==> config.mk <==
export PLATFORM = sky130hd
export DESIGN_NAME = frame_addr_gen_flat
export DESIGN_NICKNAME = d
export VERILOG_FILES = /design/src/vid2mem_pkg.sv /design/src/vid2mem_if.sv /design/src/frame_addr_gen.sv /design/src/flat_wrapper.sv
export VERILOG_INCLUDE_DIRS = /design/src
export SDC_FILE = /design/constraint.sdc
export NUM_CORES = 1
export LEC_CHECK = 0
export ABC_AREA = 1
export BUFFER_PORTS_ARGS = -buffer_cell sky130_fd_sc_hd__buf_2
export CAP_MARGIN = 20
export CELL_PAD_IN_SITES_DETAIL_PLACEMENT = 0
export CELL_PAD_IN_SITES_GLOBAL_PLACEMENT = 1
export CORE_MARGIN = 4
export CORE_UTILIZATION = 29
export DETAILED_ROUTE_END_ITERATION = 12
export PLACE_DENSITY_LB_ADDON = 0.3
export SLEW_MARGIN = 25
export SYNTH_ARGS = -nofsm -noshare
export SYNTH_HDL_FRONTEND = slang
export SYNTH_SLANG_ARGS = --single-unit
==> constraint.sdc <==
create_clock -name clk -period 1.4 [get_ports clk]
set_input_delay 0.07 -clock clk [delete_from_list [all_inputs] [get_ports clk]]
set_output_delay 0.07 -clock clk [all_outputs]
set_load 0.02 [all_outputs]
==> src/vid2mem_consts.svh <==
`ifndef VID2MEM_CONSTS_SVH
`define VID2MEM_CONSTS_SVH

// ***************************************************************************
// video to memory write engine sizes
// ***************************************************************************

// one rgb pixel
`define VM_PIX_W        24

// memory data bus width
`define VM_WORD_W       256

// pixels collected before packing
`define VM_GROUP_PIX    32

// 32 x 24 = 768 = 3 x 256
`define VM_GROUP_WORDS  3

// beats per address strobe
`define VM_BURST_WORDS  8

// memory address width
`define VM_ADDR_W       42

// address step per burst, 8 beats of 32 bytes
`define VM_BURST_BYTES  256

`endif
==> src/vid2mem_pkg.sv <==
// ***************************************************************************
// shared types for the write engine
// ***************************************************************************

package vid2mem_pkg;

`include "vid2mem_consts.svh"

   // one incoming pixel
   typedef logic [`VM_PIX_W-1:0] pixel_t;

   // one beat on the memory data bus
   typedef logic [`VM_WORD_W-1:0] word_t;

   // a full group of pixels, pixel k at bit k*24
   typedef logic [`VM_GROUP_PIX*`VM_PIX_W-1:0] group_t;

   // byte address into memory
   typedef logic [`VM_ADDR_W-1:0] addr_t;

   // which of the two burst banks
   typedef logic bank_sel_t;

endpackage

==> src/vid2mem_if.sv <==


// ***************************************************************************
// frame address contract, address generator to burst buffer
// ***************************************************************************

interface frame_addr_if import vid2mem_pkg::*; ();

   // address of the next burst
   addr_t addr;
   // pulse after the last beat of a burst
   logic  burst_done;
   // frame enabled at its start
   logic  active;

   modport provider (
      output addr,
      output active,
      input  burst_done
   );

   modport user (
      input  addr,
      input  active,
      output burst_done
   );

endinterface

==> src/frame_addr_gen.sv <==
`timescale 1ns/1ps
`include "vid2mem_consts.svh"

module frame_addr_gen import vid2mem_pkg::*; (
   input  logic            clk,
   input  logic            reset,
   input  logic            i_fs,
   input  logic            i_enable,
   input  logic            i_pingpong,
   input  addr_t           i_base_a,
   input  addr_t           i_base_b,
   output logic            o_fbptr,
   frame_addr_if.provider  o_frame
);

   // 0 writes frame buffer a, 1 writes b
   logic  r_ptr;
   // enable captured at frame start
   logic  r_active;
   addr_t r_addr;
   logic  w_ptr_nxt;

   // toggle only in ping-pong mode, else stay on buffer a
   assign w_ptr_nxt = i_pingpong ? ~r_ptr : 1'b0;

   // ************************************************************************
   // frame control, sampled only at fs
   // ************************************************************************

   always_ff @(posedge clk) begin
      if (reset) begin
         r_ptr    <= 1'b0;
         r_active <= 1'b0;
      end else if (i_fs) begin
         r_ptr    <= w_ptr_nxt;
         r_active <= i_enable;
      end
   end

   // base reload wins over a burst step in the same cycle
   always_ff @(posedge clk) begin
      if (reset) begin
         r_addr <= '0;
      end else if (i_fs) begin
         // base follows the new pointer value
         r_addr <= w_ptr_nxt ? i_base_b : i_base_a;
      end else if (o_frame.burst_done) begin
         r_addr <= r_addr + addr_t'(`VM_BURST_BYTES);
      end
   end

   assign o_fbptr        = r_ptr;
   assign o_frame.addr   = r_addr;
   assign o_frame.active = r_active;

endmodule

==> src/flat_wrapper.sv <==
// flat-port wrapper written by rule: the top's interface ports become plain ports
module frame_addr_gen_flat import vid2mem_pkg::*;
  (clk, reset, i_fs, i_enable, i_pingpong, i_base_a, i_base_b, o_fbptr, o_frame_addr, o_frame_active, o_frame_burst_done);
  frame_addr_if o_frame_i ();
  input  logic clk;
  input  logic reset;
  input  logic i_fs;
  input  logic i_enable;
  input  logic i_pingpong;
  input  addr_t i_base_a;
  input  addr_t i_base_b;
  output logic o_fbptr;
  output wire logic [$bits(o_frame_i.addr)-1:0] o_frame_addr;
  output wire logic [$bits(o_frame_i.active)-1:0] o_frame_active;
  input wire logic [$bits(o_frame_i.burst_done)-1:0] o_frame_burst_done;
  assign o_frame_addr = o_frame_i.addr;
  assign o_frame_active = o_frame_i.active;
  assign o_frame_i.burst_done = o_frame_burst_done;
  frame_addr_gen u_core (.clk(clk), .reset(reset), .i_fs(i_fs), .i_enable(i_enable), .i_pingpong(i_pingpong), .i_base_a(i_base_a), .i_base_b(i_base_b), .o_fbptr(o_fbptr), .o_frame(o_frame_i));
endmodule
---- After elaboration in Yosys (flattened, before gate mapping) ----
Cells that the tools add are included.
storage, ports and cells
  flip-flop bits (word level) ............. 44
  input bits .............................. 90
  output and inout bits ................... 44
  word-level logic and storage cells ...... 10
cells by class
  $add $sub $neg .......................... 1
  mux-type cells .......................... 4
  bitwise logic cells ..................... 1
  reduce and logical (&&, ||, !) cells .... 1
operators by type and width
  cell                                                              number
  42-bit two-way mux                                                3
  42-bit by 9-bit adder with 42-bit output (second input constant)  1
  2-bit nonzero test                                                1
  1-bit two-way mux                                                 1
  1-bit inverter                                                    1

---- Depth between registers and ports, before layout ----
  depth in word-level cells ............... 4
  mapped depth ............................ 10
  gate-level depth less buffers ........... 10

---- Least setup slack after synthesis ----
No wires, ideal clock.
  kind .................................... register -> register
  from .................................... register u_core.r_addr[9] (netlist: u_core.o_frame.addr[9])
  to ...................................... register u_core.r_addr[40] (netlist: u_core.o_frame.addr[40])
  setup time .............................. 0.122 ns
  arrival ................................. 1.455 ns
  required time ........................... 1.278 ns
  path slack .............................. -0.177 ns
  cell stages (with the launch flop) ...... 11
  path buffers ............................ 0
  period minus slack after synthesis ...... 1.577 ns
  cells stage by stage .................... dfxtp_1 -> ha_1 -> nand2_1 -> nor2_2 -> nand2_2 -> nor2_4 -> nand2_1 -> nand2_1 -> nand2_1 -> nand2_1 -> a21oi_2
between the ends
  cells in the longest elaborated chain, start to end .. 3
ends and longest elaborated chain
  item                                      RTL line              text
  from (decl)                               frame_addr_gen.sv:20  addr_t r_addr;
  from (signal assigned)                    frame_addr_gen.sv:46  r_addr <= w_ptr_nxt ? i_base_b : i_base_a;
  from (signal assigned)                    frame_addr_gen.sv:48  r_addr <= r_addr + addr_t'(`VM_BURST_BYTES);
  42-bit by 9-bit adder with 42-bit output  frame_addr_gen.sv:48
  42-bit two-way mux                        frame_addr_gen.sv:47  end else if (o_frame.burst_done) begin
  42-bit two-way mux                        frame_addr_gen.sv:44  end else if (i_fs) begin
Every way passes these cells. The select of a mux whose other input is x is not followed.
A chain may end at the register's enable or synchronous reset.

---- Final worst setup path ----
  from .................................... register u_core.r_addr[8] (netlist: u_core.o_frame.addr[8])
  to ...................................... register u_core.r_addr[40] (netlist: u_core.o_frame.addr[40])
Same word-level chain as after synthesis.

==> run_results.csv <==
group,metric,value,unit
outcome,run_status,"finished with violations",
outcome,violations_in_the_final_reports,"setup timing",
detailed_routing,avgRoutedWirePerCell,13.9,um
yosys,synth-seq-cells,44,
final_layout,fin_nets,821,
clock_tree,clkLatencyLatePin,310,ps
sta,tightestPinTransition,402,ps
detailed_routing,drt-pass1-iter-count,4,
clock_tree,clkTransAtPathRegs,90,ps
grt,antenna_found_initial,0,
clock_tree,clockBufferDepth,2,
clock_tree,htree_num_levels,2,
final_layout,layout-area-overhead-vs-synth,50.0,%
sta,setup_skew,8.31,ps
final_layout,post_route_cells_drive_above_1_share,38.4,%
power,total_power,0.00358,W
worst_setup_path,timing.setup.critical_path_class,"reg2reg",
grt,grt_max_degree,40,
yosys,synth_seq_area_share,27.5,%
placed_design,pre_cts_slack,-76.3,ps
floorplan,placeableCoreArea,0.0108,mm2
clock_tree,tritoncts.num_buffers,5,
yosys,syn-instance-count,552,
min_path,hold_class,"in2reg",
power,power_density_over_the_cells,745,mW/mm2
worst_setup_path,path_cells,"ha_4 > nand2_2 > nor2_4 > nand2_4 > nor2_4 > nand2_1 > nand2_1 > nand2_1 > nand2_1 > a21oi_2",
clock_tree,tritoncts,"yes",
final_layout,layout.cells.most_common,"sky130_fd_sc_hd__nand2_1",
placed_design,total_of_buffers_placed_on_input_and_output_ports,133,
worst_setup_path,critPathMaxFanout,8,
detailed_routing,detailed_route_vias_per_instance,4.76,
final_layout,postLayoutCellArea,0.00481,mm2
final_layout,fill_cell_total_of_the_finished_layout,1168,
sta,clock.fmax,695,MHz
yosys,synthesis.yosys.warnings,0,
yosys,avgSynthCellArea,5.81,um2
grt,grt_pass1_wl,19500,um
placed_design,placed_cells,855,
worst_setup_path,worst_r2r_startpoint,"u_core.o_frame.addr[8]",
worst_setup_path,timing.critical_path.required,1600,ps
worst_setup_path,critPathSlowestCell,"sky130_fd_sc_hd__dfxtp_4",
detailed_routing,drt-total-wl,12100,um
floorplan,die_h,113,um
worst_setup_path,r2r_end,"u_core.o_frame.addr[40]",
sta,timing.final.setup_violations,8,
sta,layout_worst_path_cycle_share,103,%
yosys,mappedNetlistNets,643,
sta,fin_tns_setup,-148,ps
worst_setup_path,crit_path_max_incr_delay,380,ps
sta,grt_setup_unrepaired,"yes",
yosys,netlist-cell-type-count,25,
min_path,hold_path_end,"u_core.o_frame.addr[10]",
final_layout,stdcell_count,871,
worst_setup_path,r2r_cells,10,
grt,globalRouteOverflowTotal,0,
sta,report.final.slew_viol_count,0,
grt,gr-usage-all-layers,18.6,%
sta,finalWorstSetupSlack,-38.6,ps
power,total_leakage_power,2.29,nW
sta,min_cycle_time_layout,1440,ps
worst_setup_path,flop2flop_setup_slack,-40,ps
detailed_routing,initialDrtViolationCount,165,
worst_setup_path,critical_path_arrival,1640,ps
floorplan,start_util,29.6,%
power,power.ir.vdd_worst,359,uV
placed_design,dp_hpwl,9140,um
worst_setup_path,critical_path.endpoint_type,"register",
run,cap_violations,0,
detailed_routing,route.detailed.drc,0,
placed_design,area_after_dpl,0.00440,mm2
floorplan,die_w,113,um
grt,first_global_vias,4079,
detailed_routing,num_vias,4143,
worst_setup_path,worst_setup_path_start_kind,"register",
yosys,synth.cell_area,0.00321,mm2
worst_setup_path,critical_path.most_common_cell,"sky130_fd_sc_hd__nand2_1",
floorplan,fp.dieArea,0.0128,mm2
min_path,timing.hold.worst.start,"i_base_a[10]",
final_layout,mostFrequentLayoutCells,"sky130_fd_sc_hd__nand2_1, sky130_fd_sc_hd__buf_2, sky130_fd_sc_hd__buf_4",
placed_design,gp_congestion,0.864,
clock_tree,cts_root_buf,"sky130_fd_sc_hd__clkbuf_8",
clock_tree,number_of_sinks_driven_by_the_clock_tree,44,
floorplan,pin_count,134,
floorplan,std_cell_rows,38,
detailed_routing,ant_nets,0,
sta,maxSlewHeadroom,73.2,%
sta,hold_violations,0,
min_path,worstHoldPathCells,3,
final_layout,diodes,0,
critical path, delay by kind of cell, from the launching register on:
family          cells  cell delay, ps
simple gates        8             760
flops               1             380
fa+ha+maj           1             140
compound gates      1              50
through the flow:
| stage | util, % | hold WS, ps |
|---|---|---|
| floorplan | - | 139 |
| global placement | 40.6 | 267 |
| detailed placement | 40.6 | 272 |
| CTS | 42.4 | 50.7 |
| global route | 44.4 | 76.6 |
| finish | 44.4 | 54.0 |
logic make-up after synthesis:
logic type,Yosys count,synth area share (%)
xor gates and xnor gates,7,1.91
AOI/OAI and AO/OA,117,20.2
and+or+nand+nor,321,42.0
DFF,44,27.5
adders and majority gates,1,0.390
buffers and inverters,62,8.11
registers in the layout, indices dropped and copies added (netlist names):
name	cells
u_core.o_fbptr	1
u_core.o_frame.addr	42
u_core.o_frame.active	1
power breakdown:
| part | internal, W | switching (W) | total [W] |
|---|---|---|---|
| Clock | 0.000531 | 0.000483 | 0.00101 |
| Sequential | 0.00136 | 0.000101 | 0.00146 |
| Combinational | 0.000475 | 0.000634 | 0.00111 |
metal layers:
| layer | vias to the layer above | track usage (%) | wire [um] |
|---|---|---|---|
| met1 | 1844 | 24.3 | 5460 |
| met3 | 11 | 3.96 | 892 |
| met4 | 0 | 4.17 | 146 |
| met2 | 132 | 31.6 | 5610 |
| li1 | 2156 | - | - |
| met5 | - | 0 | 0 |
repair_timing:
item / CTS / global route
setup buffers: 3 / 3
hold endpoints to repair: 2 / 0
setup endpoints to repair: 20 / 30
pin swaps: 8 / 20
resized for setup: 16 / 58
hold buffers: 2 / 0
cells in the mapped netlist:
cell type	instances	area share (%)
sky130_fd_sc_hd__nand2_1	198	23
sky130_fd_sc_hd__nor2_1	52	6.1
sky130_fd_sc_hd__a21oi_1	45	7.0
sky130_fd_sc_hd__nand3_1	45	7.0
sky130_fd_sc_hd__o21ai_0	45	7.0
sky130_fd_sc_hd__dfxtp_1	44	27
sky130_fd_sc_hd__inv_1	33	3.9
sky130_fd_sc_hd__buf_2	13	2.0
sky130_fd_sc_hd__clkbuf_1	12	1.4
sky130_fd_sc_hd__nor2_2	11	2.1
sky130_fd_sc_hd__o211ai_1	9	2.1
sky130_fd_sc_hd__a31oi_1	8	1.6
sky130_fd_sc_hd__o21bai_1	7	1.6
sky130_fd_sc_hd__nand2_2	6	1.2
sky130_fd_sc_hd__nand4_1	4	0.78
sky130_fd_sc_hd__nor2_4	4	1.4
sky130_fd_sc_hd__xor2_1	4	1.1
sky130_fd_sc_hd__xnor2_1	3	0.82
sky130_fd_sc_hd__a21oi_2	2	0.55
sky130_fd_sc_hd__buf_1	2	0.23
sky130_fd_sc_hd__a221oi_1	1	0.27
sky130_fd_sc_hd__and2_1	1	0.20
sky130_fd_sc_hd__buf_4	1	0.23
sky130_fd_sc_hd__buf_6	1	0.35
sky130_fd_sc_hd__ha_1	1	0.39
cell type report:
cell class / count / area (um2) / share of cell area, %
sequential: 44 / 912 / 19.0
inverter: 33 / 124 / 2.57
multi-input combinational: 446 / 2280 / 47.5
timing repair buffer: 200 / 1210 / 25.1
tap: 140 / 175 / 3.64
clock buffer: 6 / 72.6 / 1.51
clock inverter: 2 / 35.0 / 0.728
how the worst max path moves through the flow:
stage / start / endpoint / slack [ps] / cells past startpoint
6_report: u_core.o_frame.addr[8] / u_core.o_frame.addr[40] / -40 / 10
2_1_floorplan: u_core.o_frame.addr[10] / u_core.o_frame.addr[40] / 0.9 / 9
3_5_place_dp: u_core.o_frame.addr[22] / u_core.o_frame.addr[37] / -80 / 9
4_1_cts: u_core.o_frame.addr[22] / u_core.o_frame.addr[39] / -10 / 8
3_3_place_gp: u_core.o_frame.addr[22] / u_core.o_frame.addr[37] / -30 / 9
5_1_grt: u_core.o_frame.addr[9] / u_core.o_frame.addr[40] / -140 / 10
(Power assumes the default switching activity.)
